===== src/source/issue_params.svh =====
// Opcode, function code and width macros for the RV32I issue pipeline
// Opcodes are the trimmed instr[6:2] form

`ifndef ISSUE_PARAMS_SVH
`define ISSUE_PARAMS_SVH

`define XLEN        32
`define NUM_REGS    32

// Trimmed opcodes of the supported classes
`define OPC_LUI     5'b01101
`define OPC_AUIPC   5'b00101
`define OPC_OP      5'b01100
`define OPC_OP_IMM  5'b00100

// funct3 codes for OP and OP-IMM
`define FN3_ADD     3'b000
`define FN3_SLL     3'b001
`define FN3_SLT     3'b010
`define FN3_SLTU    3'b011
`define FN3_XOR     3'b100
`define FN3_SR      3'b101
`define FN3_OR      3'b110
`define FN3_AND     3'b111

`endif


===== src/source/issue_pkg.sv =====
// Shared vector typedefs of the issue pipeline
// Data words, register indices, ALU function codes and compare operands

`default_nettype none

`include "issue_params.svh"

package issue_pkg;

    // Data word, PC or instruction
    typedef logic [`XLEN-1:0] word_t;

    // Register index
    typedef logic [$clog2(`NUM_REGS)-1:0] reg_addr_t;

    // ALU function, same encoding as funct3
    typedef logic [2:0] alu_fn_t;

    // Word plus one extension bit for signed/unsigned compare
    typedef logic [`XLEN:0] operand_t;

endpackage

`default_nettype wire


===== src/source/alu_execute.sv =====
// Execute stage with its input register and the RV32I integer ALU

`timescale 1ns/1ps
`default_nettype none

`include "issue_params.svh"

module alu_execute (
    input  wire                       clk,
    input  wire                       rst,
    input  wire                       dec_valid,
    input  wire issue_pkg::operand_t  dec_in1,
    input  wire issue_pkg::operand_t  dec_in2,
    input  wire issue_pkg::word_t     dec_shift_in,
    input  wire issue_pkg::alu_fn_t   dec_fn,
    input  wire                       dec_sub,
    input  wire                       dec_arith,
    input  wire issue_pkg::word_t     dec_pc,
    input  wire issue_pkg::reg_addr_t dec_rd,
    input  wire                       dec_illegal,
    output logic                      dec_ready,
    output logic                      ex_valid,
    output issue_pkg::word_t          ex_pc,
    output issue_pkg::reg_addr_t      ex_rd,
    output issue_pkg::word_t          ex_value,
    output logic                      ex_illegal,
    input  wire                       ex_ready
);

    issue_pkg::operand_t in1_q;
    issue_pkg::operand_t in2_q;
    issue_pkg::word_t    shift_q;
    issue_pkg::alu_fn_t  fn_q;
    logic                sub_q;
    logic                arith_q;

    logic                subtract;
    issue_pkg::operand_t sum;
    issue_pkg::operand_t sr_wide;
    logic [4:0]          shamt;

    ////////////////////////////////////////
    // Stage register
    assign dec_ready = ~ex_valid | ex_ready;

    always_ff @(posedge clk) begin
        if (rst) begin
            ex_valid <= 1'b0;
        end else if (dec_ready) begin
            ex_valid <= dec_valid;
        end
    end

    always_ff @(posedge clk) begin
        if (dec_valid && dec_ready) begin
            in1_q      <= dec_in1;
            in2_q      <= dec_in2;
            shift_q    <= dec_shift_in;
            fn_q       <= dec_fn;
            sub_q      <= dec_sub;
            arith_q    <= dec_arith;
            ex_pc      <= dec_pc;
            ex_rd      <= dec_rd;
            ex_illegal <= dec_illegal;
        end
    end

    ////////////////////////////////////////
    // ALU
    // Compares reuse the adder as a subtract
    assign subtract = sub_q | (fn_q == `FN3_SLT) | (fn_q == `FN3_SLTU);
    assign sum = in1_q + (in2_q ^ {(`XLEN+1){subtract}}) + {{`XLEN{1'b0}}, subtract};

    assign shamt   = in2_q[4:0];
    assign sr_wide = $signed({arith_q, shift_q}) >>> shamt;

    always_comb begin
        case (fn_q)
            `FN3_SLL:  ex_value = shift_q << shamt;
            `FN3_SLT,
            `FN3_SLTU: ex_value = {{(`XLEN-1){1'b0}}, sum[`XLEN]};
            `FN3_XOR:  ex_value = in1_q[`XLEN-1:0] ^ in2_q[`XLEN-1:0];
            `FN3_SR:   ex_value = sr_wide[`XLEN-1:0];
            `FN3_OR:   ex_value = in1_q[`XLEN-1:0] | in2_q[`XLEN-1:0];
            `FN3_AND:  ex_value = in1_q[`XLEN-1:0] & in2_q[`XLEN-1:0];
            default:   ex_value = sum[`XLEN-1:0];
        endcase
    end

endmodule

`default_nettype wire


===== src/source/instr_decode.sv =====
// Decode stage of the issue pipeline
// Instruction register, legality check, scoreboard stall and operand build

`timescale 1ns/1ps
`default_nettype none

`include "issue_params.svh"

module instr_decode (
    input  wire                      clk,
    input  wire                      rst,
    input  wire                      in_valid,
    input  wire issue_pkg::word_t    in_instr,
    input  wire issue_pkg::word_t    in_pc,
    output logic                     in_ready,
    output issue_pkg::reg_addr_t     rs1_addr,
    output issue_pkg::reg_addr_t     rs2_addr,
    input  wire issue_pkg::word_t    rs1_data,
    input  wire issue_pkg::word_t    rs2_data,
    input  wire                      rs1_pending,
    input  wire                      rs2_pending,
    input  wire                      rd_pending,
    output logic                     issue_set,
    output issue_pkg::reg_addr_t     issue_rd,
    output logic                     dec_valid,
    output issue_pkg::operand_t      dec_in1,
    output issue_pkg::operand_t      dec_in2,
    output issue_pkg::word_t         dec_shift_in,
    output issue_pkg::alu_fn_t       dec_fn,
    output logic                     dec_sub,
    output logic                     dec_arith,
    output issue_pkg::word_t         dec_pc,
    output issue_pkg::reg_addr_t     dec_rd,
    output logic                     dec_illegal,
    input  wire                      dec_ready
);

    logic                 held_valid;
    issue_pkg::word_t     held_instr;
    issue_pkg::word_t     held_pc;

    logic [4:0]           opc_trim;
    logic                 opc_ok;
    issue_pkg::alu_fn_t   fn3;
    logic [6:0]           funct7;
    issue_pkg::reg_addr_t rd;

    logic is_lui;
    logic is_auipc;
    logic is_op;
    logic is_op_imm;
    logic uses_rs1;
    logic uses_rs2;
    logic illegal;
    logic hazard;
    logic issue;
    logic is_sltu;

    issue_pkg::word_t src1;
    issue_pkg::word_t src2;

    ////////////////////////////////////////
    // Instruction register
    always_ff @(posedge clk) begin
        if (rst) begin
            held_valid <= 1'b0;
        end else if (in_ready) begin
            held_valid <= in_valid;
        end
    end

    always_ff @(posedge clk) begin
        if (in_valid && in_ready) begin
            held_instr <= in_instr;
            held_pc    <= in_pc;
        end
    end

    // Field aliases
    assign opc_ok   = (held_instr[1:0] == 2'b11);
    assign opc_trim = held_instr[6:2];
    assign fn3      = held_instr[14:12];
    assign funct7   = held_instr[31:25];
    assign rd       = held_instr[11:7];
    assign rs1_addr = held_instr[19:15];
    assign rs2_addr = held_instr[24:20];

    assign is_lui    = opc_ok && (opc_trim == `OPC_LUI);
    assign is_auipc  = opc_ok && (opc_trim == `OPC_AUIPC);
    assign is_op     = opc_ok && (opc_trim == `OPC_OP);
    assign is_op_imm = opc_ok && (opc_trim == `OPC_OP_IMM);

    assign uses_rs1 = is_op | is_op_imm;
    assign uses_rs2 = is_op;

    // Only funct7 zero, or sub/sra with bit 30 set
    assign illegal = ~(is_lui | is_auipc | is_op | is_op_imm) |
                     (is_op && !((funct7 == 7'b0000000) ||
                                 ((funct7 == 7'b0100000) &&
                                  ((fn3 == `FN3_ADD) || (fn3 == `FN3_SR)))));

    ////////////////////////////////////////
    // Hazard stall and issue
    // rd_pending covers write-after-write
    assign hazard = (uses_rs1 & rs1_pending) | (uses_rs2 & rs2_pending) | rd_pending;

    assign dec_valid = held_valid & (illegal | ~hazard);
    assign issue     = dec_valid & dec_ready;
    assign in_ready  = ~held_valid | issue;

    // x0 never becomes pending
    assign issue_set = issue & ~illegal & (rd != '0);
    assign issue_rd  = rd;

    ////////////////////////////////////////
    // Operand build
    always_comb begin
        if (is_lui) begin
            src1 = '0;
        end else if (is_auipc) begin
            src1 = held_pc;
        end else begin
            src1 = rs1_data;
        end

        if (is_lui || is_auipc) begin
            src2 = {held_instr[31:12], 12'b0};
        end else if (is_op_imm) begin
            src2 = {{20{held_instr[31]}}, held_instr[31:20]};
        end else begin
            src2 = rs2_data;
        end
    end

    // LUI and AUIPC reuse the adder
    assign dec_fn  = (is_op || is_op_imm) ? fn3 : `FN3_ADD;
    assign is_sltu = (dec_fn == `FN3_SLTU);

    assign dec_in1      = {src1[`XLEN-1] & ~is_sltu, src1};
    assign dec_in2      = {src2[`XLEN-1] & ~is_sltu, src2};
    assign dec_shift_in = rs1_data;
    assign dec_sub      = is_op & held_instr[30] & (fn3 == `FN3_ADD);
    // Fill bit for right shifts
    assign dec_arith    = held_instr[30] & rs1_data[`XLEN-1];

    assign dec_pc      = held_pc;
    assign dec_rd      = rd;
    assign dec_illegal = illegal;

endmodule

`default_nettype wire


===== src/source/issue_core.sv =====
// Top level of the issue pipeline
// Decode, execute and result stages around the register file

`timescale 1ns/1ps
`default_nettype none

module issue_core (
    input  wire                       clk,
    input  wire                       rst,
    input  wire                       in_valid,
    input  wire issue_pkg::word_t     in_instr,
    input  wire issue_pkg::word_t     in_pc,
    output logic                      in_ready,
    output logic                      res_valid,
    output issue_pkg::word_t          res_pc,
    output issue_pkg::reg_addr_t      res_rd,
    output issue_pkg::word_t          res_value,
    output logic                      res_illegal,
    input  wire                       res_ready
);

    // Register file port
    issue_pkg::reg_addr_t rs1_addr;
    issue_pkg::reg_addr_t rs2_addr;
    issue_pkg::word_t     rs1_data;
    issue_pkg::word_t     rs2_data;
    logic                 rs1_pending;
    logic                 rs2_pending;
    logic                 rd_pending;
    logic                 issue_set;
    issue_pkg::reg_addr_t issue_rd;
    logic                 wb_en;
    issue_pkg::reg_addr_t wb_rd;
    issue_pkg::word_t     wb_value;

    // Decode to execute
    logic                 dec_valid;
    logic                 dec_ready;
    issue_pkg::operand_t  dec_in1;
    issue_pkg::operand_t  dec_in2;
    issue_pkg::word_t     dec_shift_in;
    issue_pkg::alu_fn_t   dec_fn;
    logic                 dec_sub;
    logic                 dec_arith;
    issue_pkg::word_t     dec_pc;
    issue_pkg::reg_addr_t dec_rd;
    logic                 dec_illegal;

    // Execute to result
    logic                 ex_valid;
    logic                 ex_ready;
    issue_pkg::word_t     ex_pc;
    issue_pkg::reg_addr_t ex_rd;
    issue_pkg::word_t     ex_value;
    logic                 ex_illegal;

    instr_decode u_instr_decode (
        .clk          (clk),
        .rst          (rst),
        .in_valid     (in_valid),
        .in_instr     (in_instr),
        .in_pc        (in_pc),
        .in_ready     (in_ready),
        .rs1_addr     (rs1_addr),
        .rs2_addr     (rs2_addr),
        .rs1_data     (rs1_data),
        .rs2_data     (rs2_data),
        .rs1_pending  (rs1_pending),
        .rs2_pending  (rs2_pending),
        .rd_pending   (rd_pending),
        .issue_set    (issue_set),
        .issue_rd     (issue_rd),
        .dec_valid    (dec_valid),
        .dec_in1      (dec_in1),
        .dec_in2      (dec_in2),
        .dec_shift_in (dec_shift_in),
        .dec_fn       (dec_fn),
        .dec_sub      (dec_sub),
        .dec_arith    (dec_arith),
        .dec_pc       (dec_pc),
        .dec_rd       (dec_rd),
        .dec_illegal  (dec_illegal),
        .dec_ready    (dec_ready)
    );

    // The held rd of decode is both the pending lookup and the issue target
    reg_file u_reg_file (
        .clk         (clk),
        .rst         (rst),
        .rs1_addr    (rs1_addr),
        .rs2_addr    (rs2_addr),
        .rs1_data    (rs1_data),
        .rs2_data    (rs2_data),
        .rs1_pending (rs1_pending),
        .rs2_pending (rs2_pending),
        .rd_addr     (issue_rd),
        .rd_pending  (rd_pending),
        .issue_set   (issue_set),
        .issue_rd    (issue_rd),
        .wb_en       (wb_en),
        .wb_rd       (wb_rd),
        .wb_value    (wb_value)
    );

    alu_execute u_alu_execute (
        .clk          (clk),
        .rst          (rst),
        .dec_valid    (dec_valid),
        .dec_in1      (dec_in1),
        .dec_in2      (dec_in2),
        .dec_shift_in (dec_shift_in),
        .dec_fn       (dec_fn),
        .dec_sub      (dec_sub),
        .dec_arith    (dec_arith),
        .dec_pc       (dec_pc),
        .dec_rd       (dec_rd),
        .dec_illegal  (dec_illegal),
        .dec_ready    (dec_ready),
        .ex_valid     (ex_valid),
        .ex_pc        (ex_pc),
        .ex_rd        (ex_rd),
        .ex_value     (ex_value),
        .ex_illegal   (ex_illegal),
        .ex_ready     (ex_ready)
    );

    result_stage u_result_stage (
        .clk         (clk),
        .rst         (rst),
        .ex_valid    (ex_valid),
        .ex_pc       (ex_pc),
        .ex_rd       (ex_rd),
        .ex_value    (ex_value),
        .ex_illegal  (ex_illegal),
        .ex_ready    (ex_ready),
        .res_valid   (res_valid),
        .res_pc      (res_pc),
        .res_rd      (res_rd),
        .res_value   (res_value),
        .res_illegal (res_illegal),
        .res_ready   (res_ready),
        .wb_en       (wb_en),
        .wb_rd       (wb_rd),
        .wb_value    (wb_value)
    );

endmodule

`default_nettype wire


===== src/source/reg_file.sv =====
// Register file of 32 words with x0 tied to zero
// Pending-write scoreboard, set at issue and cleared at write-back

`timescale 1ns/1ps
`default_nettype none

`include "issue_params.svh"

module reg_file (
    input  wire                       clk,
    input  wire                       rst,
    input  wire issue_pkg::reg_addr_t rs1_addr,
    input  wire issue_pkg::reg_addr_t rs2_addr,
    output issue_pkg::word_t          rs1_data,
    output issue_pkg::word_t          rs2_data,
    output logic                      rs1_pending,
    output logic                      rs2_pending,
    input  wire issue_pkg::reg_addr_t rd_addr,
    output logic                      rd_pending,
    input  wire                       issue_set,
    input  wire issue_pkg::reg_addr_t issue_rd,
    input  wire                       wb_en,
    input  wire issue_pkg::reg_addr_t wb_rd,
    input  wire issue_pkg::word_t     wb_value
);

    issue_pkg::word_t      regs [`NUM_REGS];
    logic [`NUM_REGS-1:0]  pending;

    // Storage write
    always_ff @(posedge clk) begin
        if (wb_en && (wb_rd != '0)) begin
            regs[wb_rd] <= wb_value;
        end
    end

    // Asynchronous read, x0 reads zero
    assign rs1_data = (rs1_addr == '0) ? '0 : regs[rs1_addr];
    assign rs2_data = (rs2_addr == '0) ? '0 : regs[rs2_addr];

    ////////////////////////////////////////
    // Scoreboard
    always_ff @(posedge clk) begin
        if (rst) begin
            pending <= '0;
        end else begin
            if (wb_en) begin
                pending[wb_rd] <= 1'b0;
            end
            if (issue_set && (issue_rd != '0)) begin
                pending[issue_rd] <= 1'b1;
            end
        end
    end

    assign rs1_pending = pending[rs1_addr];
    assign rs2_pending = pending[rs2_addr];
    assign rd_pending  = pending[rd_addr];

endmodule

`default_nettype wire


===== src/source/result_stage.sv =====
// Result stage with the outward handshake and the write-back command

`timescale 1ns/1ps
`default_nettype none

module result_stage (
    input  wire                       clk,
    input  wire                       rst,
    input  wire                       ex_valid,
    input  wire issue_pkg::word_t     ex_pc,
    input  wire issue_pkg::reg_addr_t ex_rd,
    input  wire issue_pkg::word_t     ex_value,
    input  wire                       ex_illegal,
    output logic                      ex_ready,
    output logic                      res_valid,
    output issue_pkg::word_t          res_pc,
    output issue_pkg::reg_addr_t      res_rd,
    output issue_pkg::word_t          res_value,
    output logic                      res_illegal,
    input  wire                       res_ready,
    output logic                      wb_en,
    output issue_pkg::reg_addr_t      wb_rd,
    output issue_pkg::word_t          wb_value
);

    assign ex_ready = ~res_valid | res_ready;

    always_ff @(posedge clk) begin
        if (rst) begin
            res_valid <= 1'b0;
        end else if (ex_ready) begin
            res_valid <= ex_valid;
        end
    end

    // Illegal results report rd and value as zero
    always_ff @(posedge clk) begin
        if (ex_valid && ex_ready) begin
            res_pc      <= ex_pc;
            res_illegal <= ex_illegal;
            res_rd      <= ex_illegal ? '0 : ex_rd;
            res_value   <= ex_illegal ? '0 : ex_value;
        end
    end

    // Write back only once the result is taken
    assign wb_en    = res_valid & res_ready & ~res_illegal & (res_rd != '0);
    assign wb_rd    = res_rd;
    assign wb_value = res_value;

endmodule

`default_nettype wire


===== config.mk =====
export PLATFORM = sky130hd
export DESIGN_NAME = issue_core
export DESIGN_NICKNAME = d
export VERILOG_FILES = /design/src/source/issue_pkg.sv /design/src/source/alu_execute.sv /design/src/source/instr_decode.sv /design/src/source/issue_core.sv /design/src/source/reg_file.sv /design/src/source/result_stage.sv
export VERILOG_INCLUDE_DIRS = /design/src /design/src/source
export SDC_FILE = /design/constraint.sdc
export NUM_CORES = 2
export LEC_CHECK = 0
export BUFFER_PORTS_ARGS = -buffer_cell sky130_fd_sc_hd__buf_4
export CAP_MARGIN = 20
export CORE_MARGIN = 4
export CORE_UTILIZATION = 45
export CTS_CLUSTER_SIZE = 14
export DETAILED_ROUTE_END_ITERATION = 8
export PLACE_DENSITY_LB_ADDON = 0.15
export RECOVER_POWER = 50
export SYNTH_ARGS = -nofsm -noshare
export SYNTH_HDL_FRONTEND = slang
export SYNTH_SLANG_ARGS = --single-unit

===== constraint.sdc =====
create_clock -name clk -period 12.8 [get_ports clk]
set_input_delay 1.28 -clock clk [delete_from_list [all_inputs] [get_ports clk]]
set_output_delay 1.28 -clock clk [all_outputs]
set_load 0.1 [all_outputs]

# After elaboration in Yosys (flattened, before gate mapping)
# Memory sizes are Yosys's and may differ from the RTL's. A register that Yosys moved wholly into a read port is not among the register bits.
# Cells that the tools add are included.
[totals]
regBits = 310
ramBits = 1024
in_bits = 68
out_inout_bits = 72
word_cells = 139
n_memories = 1
[classes]
addsub = 2
magnitude_cmp = 6
eq_ne = 15
shifts = 2
mux = 25
n_bitwise = 42
reduce_logical = 25
[memory_table]
columns = ["memory", "words", "width", "rd", "rd_ports_with_merged_regs", "wr", "line_no", "rtl"]
rows = [
  ["u_reg_file.regs", 32, 32, 2, 2, 1, "reg_file.sv:27", "issue_pkg::word_t regs [`NUM_REGS];"],
]
[op_table]
columns = ["op", "count"]
rows = [
  ["2-to-1 mux 32 bit", 9],
  ["one-hot mux 32 bit (6 select lines)", 1],
  ["AND 32 bit", 2],
  ["OR 32 bit", 2],
  ["adder 33 x 1 -> 33 bit", 1],
  ["adder 33 bit", 1],
  [">>> shifter 33 x 5 -> 32 bit", 1],
  ["XOR 33 bit", 1],
  ["NOT 32 bit", 1],
  ["left shift 32 x 5 -> 32 bit", 1],
  ["XOR 32 bit", 1],
  ["< comparator 5 x 6 -> 1 bit (second input constant)", 4],
  ["binary-select mux 1 bit (select 5 bit)", 3],
  ["equality test 3 bit (second input constant)", 5],
  ["AND 1 bit", 14],
  ["logical AND 1 bit", 13],
  ["OR 1 bit", 13],
  ["demux 1 bit (select 5 bit)", 2],
  ["equality test 5 x 3 -> 1 bit (second input constant)", 2],
  ["equality test 5 x 4 -> 1 bit (second input constant)", 2],
  ["greater-or-equal comparator 5 x 1 -> 1 bit (second input constant)", 2],
  ["logical NOT 5 bit", 2],
  ["2-to-1 mux 5 bit", 2],
  ["nonzero test 5 bit", 2],
  ["other kinds (12)", 30],
]

# Longest topological paths before layout
[depth]
depth_word = 14
depth_mapped = 15
mapped_depth_nobuf = 13

# By module
# From an unflattened synthesis, not the netlist that was laid out.
[unflattened]
cells_unflattened = 4257
hier_area_um2 = 67186.9
[by_module_without_submodules]
columns = ["module", "instances", "cells_each", "area_each_um2", "seq_area_each_um2"]
rows = [
  ["reg_file", 1, 2589, 49167.2, 31390.1],
  ["alu_execute", 1, 1142, 11708.7, 4254.1],
  ["instr_decode", 1, 370, 3587.2, 1941.9],
  ["result_stage", 1, 156, 2723.9, 2122.0],
]

# Worst setup path after synthesis
# Ideal clock, no wire load.
[synth_timing]
path_kind = "flip-flop to flip-flop"
start = "reg u_instr_decode.held_instr[15]"
end = "reg u_alu_execute.arith_q (enable)"
arrival_time_ns = 8.099
path_slack_ns = 4.041
path_stages_with_launch = 9
n_path_buf = 1
synth_period_minus_slack_ns = 8.759
path_cell_list = "edfxtp_1 -> buf_6 -> mux4_2 -> mux2_2 -> and3_1 -> o31ai_2 -> nand3b_1 -> nand2b_1 -> nor2b_1"
[synth_via]
elab_chain_cells = 9
[synth_lines]
columns = ["item", "line_no", "rtl"]
rows = [
  ["from (decl)", "instr_decode.sv:39", "issue_pkg::word_t held_instr;"],
  ["from (signal assigned)", "instr_decode.sv:74", "held_instr <= in_instr;"],
  ["binary-select mux 1 bit (select 5 bit)", "reg_file.sv:56", "assign rs1_pending = pending[rs1_addr];"],
  ["2-to-1 mux 1 bit (not written as such)", "reg_file.sv:56", ""],
  ["AND 1 bit", "instr_decode.sv:105", "assign hazard = (uses_rs1 & rs1_pending) | (uses_rs2 & rs2_pending) | rd_pending;"],
  ["OR 1 bit (2 in series)", "instr_decode.sv:105", ""],
  ["NOT 1 bit", "instr_decode.sv:107", "assign dec_valid = held_valid & (illegal | ~hazard);"],
  ["OR 1 bit", "instr_decode.sv:107", ""],
  ["AND 1 bit", "instr_decode.sv:107", ""],
  ["logical AND 1 bit", "alu_execute.sv:55", "if (dec_valid && dec_ready) begin"],
  ["to (signal assigned)", "alu_execute.sv:61", "arith_q <= dec_arith;"],
  ["to (decl)", "alu_execute.sv:35", "logic arith_q;"],
]
# No other way between the ends. The select of a mux whose other input is x is not followed.
# A chain may end at the register's enable or synchronous reset.

# Worst setup path in the final report
[layout_timing]
start = "reg u_instr_decode.held_instr[15]"
end = "out in_ready"
[layout_via]
elab_chain_cells = 10
[layout_lines]
columns = ["item", "line_no", "rtl"]
rows = [
  ["binary-select mux 1 bit (select 5 bit)", "reg_file.sv:56", ""],
  ["2-to-1 mux 1 bit (not written as such)", "reg_file.sv:56", ""],
  ["AND 1 bit", "instr_decode.sv:105", ""],
  ["OR 1 bit (2 in series)", "instr_decode.sv:105", ""],
  ["NOT 1 bit", "instr_decode.sv:107", ""],
  ["OR 1 bit", "instr_decode.sv:107", ""],
  ["AND 1 bit", "instr_decode.sv:107", ""],
  ["AND 1 bit", "instr_decode.sv:108", "assign issue = dec_valid & dec_ready;"],
  ["OR 1 bit", "instr_decode.sv:109", "assign in_ready = ~held_valid | issue;"],
  ["to (decl)", "issue_core.sv:13", "output logic in_ready,"],
]
# No other way between the ends. The select of a mux whose other input is x is not followed.

==> flow_metrics.tcl <==
set metrics [dict create \
    status "finished with violations" \
    violations "capacitance limit, slew limit" \
    startpoint_type "register" \
    fp.coreArea_sq_mm 0.1459 \
    grt_use_total 0.2776 \
    max_slew_margin -1.721 \
    ir_worst_vdd_v 0.0001581 \
    synthMuxAreaShare 0.2599 \
    tritoncts "done" \
    area_delta_synth_final_pct 12.47 \
    synthSimpleGateAreaFrac 0.03964 \
    ys_types 73 \
    period_needed_ns 5.514 \
    p_leak_nw 24.21 \
    vias_per_cell 6.579 \
    p_per_area_mw_per_mm2 144.7 \
    rows 140 \
    endpoint "in_ready" \
    reg2regPathDepth 3 \
    rsz0062_at_grt "no" \
    fmax_mhz 181.4 \
    reg_top3 "u_reg_file.regs: 1024 flops, u_alu_execute.in1_q: 33 flops, u_alu_execute.in2_q: 33 flops" \
    dp.cells 5713 \
    path_max_fanout 17 \
    synth_top_area_share 0.5888 \
    yosys_warnings 0 \
    synth_fa_ha_area_frac 0.01824 \
    drive_gt1_frac 0.2971 \
    cts_buffers 148 \
    vias 39360 \
    die-area_sq_mm 0.1534 \
    synth_ff_type "edfxtp_1" \
    r2r_end "u_result_stage.res_pc[24]" \
    postCtsSetupRepairBufs 0 \
    cp.required_ns 11.52 \
    initial_core_util 0.4540 \
    ant_nets 0 \
    setup_violations 0 \
    largest_reg_flops 1024 \
    ys_ff_latch 1344 \
    fin_area_sq_mm 0.07451 \
    ys_top_cells_by_area "edfxtp_1 59%, mux4_2 24%, ha_1 1.8%" \
    ys_async_sr_fraction 0 \
    finalMaxSlewViolations 1217 \
    io_buffers 139 \
    place_congestion 1.001 \
    hold_class "register to register" \
    instances_no_fill 5983 \
    clock_latency_ns 0.82 \
    crit_arrival_ns 4.23 \
    antenna_found_initial 4 \
    synth-compound-area-share 0.04994 \
    h-tree-depth 4 \
    die_x_um 391.7 \
    regMostFlops "u_reg_file.regs" \
    avgRoutedWirePerCell_um 35.32 \
    cts_resized 0 \
    hold_violations 0 \
    grt_pass1_vias 38910 \
    hpwl_um 126000 \
    startpoint "u_instr_decode.held_instr[15]" \
    worst_pin_slew_ns 4.082 \
    overflow 0 \
    grt_max_degree 124 \
    cts.clk_slew.worst_paths_ns 0.06 \
    dieHeight_um 391.7 \
    reg2reg_from "u_result_stage.res_valid" \
    maxCapViolCount 36 \
    p_total_mw 10.78 \
    synth_cells 3786 \
    place_area_sq_mm 0.07008 \
    regToRegSetupSlack_ns 7.58 \
    clock_path_buffers 3 \
    drt-total-wl_um 211300 \
    grt_pass1_wl_um 298400 \
    synth_xor_area_frac 0.006875 \
    worst_clock_skew_ns 0.04442 \
    crit_type "register to primary output" \
    syn_area_per_cell_sq_um 17.50 \
    holdBufCountCts 0 \
    yosysTopAreaCell "edfxtp_1" \
    synth_top_family_by_area "multiplexers" \
    synth-edff-count 1299 \
    worst_hold_slack_ns 0.4177 \
    synth_area_sq_mm 0.06625 \
    num_io_pins 140 \
    final.setup.tns_ns 0 \
    layout.nets 4112 \
    drt_iter0_markers 4726 \
    remaining_drc_errors 0 \
    cts_sinks 1344 \
    clockRootBuffer "clkbuf_16" \
    synth-seq-area-share 0.6024 \
    drt_first_pass_iters 7 \
    setup.worst_path.end_class "primary output" \
    min_period_over_period 0.4308 \
]
-- stage by stage --
stage	setup WS (ns)	util
after floorplan	4.041	-
after global placement	7.871	0.4798
after detailed placement	8.048	0.4803
after CTS	7.233	0.5126
after global routing	7.013	0.5105
final	7.286	0.5106
-- worst min path at each step --
stage	startpoint	end	slack, ns	cells past startpoint
3_5_place_dp	u_alu_execute.ex_pc[19]	u_result_stage.res_pc[19]	0.40	0
5_1_grt	u_alu_execute.ex_pc[12]	u_result_stage.res_pc[12]	0.42	0
6_report	u_alu_execute.ex_pc[1]	u_result_stage.res_pc[1]	0.42	0
3_3_place_gp	u_alu_execute.ex_pc[30]	u_result_stage.res_pc[30]	0.40	0
2_1_floorplan	u_alu_execute.ex_pc[0]	u_result_stage.res_pc[0]	0.40	0
4_1_cts	u_alu_execute.ex_pc[5]	u_result_stage.res_pc[5]	0.42	0
-- Yosys cell counts, types with 27 or more instances --
master    number
o211ai_1      30
clkbuf_1     192
mux4_2       718
dfxtp_1       45
xnor2_1       42
ha_1          95
nand2b_1      76
edfxtp_1    1299
nand2_1      162
mux2i_1       79
o21a_1        27
nor3_1        32
a21oi_1      121
nor2_1       190
inv_1        114
buf_1         77
o32ai_1       27
o21ai_0      150
-- cells in the final DEF (no fill, tap or decap), types with 11 or more instances in the layout --
master / instances
a211oi_1: 12
a21oi_1: 121
a221oi_1: 15
a22o_1: 15
a22oi_1: 13
a31oi_1: 12
and3_1: 11
buf_4: 120
clkbuf_1: 105
clkbuf_16: 149
clkbuf_4: 56
clkinv_1: 19
clkinv_2: 32
conb_1: 32
dfxtp_1: 35
edfxtp_1: 1299
ha_1: 95
inv_1: 114
mux2_2: 23
mux2i_1: 79
mux4_2: 718
nand2_1: 162
nand2b_1: 76
nor2_1: 157
nor2_4: 32
nor2b_1: 23
nor3_1: 30
o211ai_1: 30
o21a_1: 27
o21ai_0: 150
o32ai_1: 27
or3_1: 12
xnor2_1: 42
-- cells by family after synthesis --
logic type | after synthesis
flip-flops | 1344
multiplexers | 820
adder cells (fa/ha/maj) | 96
buffers and inverters | 398
AND/OR/NAND/NOR | 563
other | 1
XOR/XNOR | 52
AO/OA/AOI/OAI | 512
-- critical path: stages (launching register included) --
cell      delay, ns
edfxtp_1       1.13
mux4_2         0.60
mux2_2         0.28
and3_1         0.21
o31ai_2        0.27
nand3b_1       0.20
nand2b_1       0.17
a21boi_0       0.14
inv_1          0.12
buf_4          0.29
-- metal layers --
| layer | track usage | vias up | wire (um) |
|---|---|---|---|
| li1 | - | 16010 | - |
| met1 | 0.3971 | 20980 | 85420 |
| met2 | 0.4330 | 2039 | 99520 |
| met3 | 0.05822 | 325 | 19860 |
| met4 | 0.08339 | 4 | 6474 |
| met5 | 0 | - | 23 |
-- final cells by class --
class                      instances  area, sq um
antenna                            4        10.01
clock buffer                     173         3819
clock inverter                    91        889.6
fill                           11910        71410
inverter                         116        435.4
multi-input combinational       2075        25240
sequential                      1344        39950
tap                             1917         2399
timing repair buffer             263         1768
-- power by group --
part | leakage [nW] | internal, mW | switching [mW]
Clock | 2.29 | 2.36 | 1.82
Combinational | 9.58 | 0.682 | 0.885
Sequential | 12.3 | 4.89 | 0.149
Total | 24.2 | 7.93 | 2.85
No activity file was read; power rests on OpenSTA's default activity.
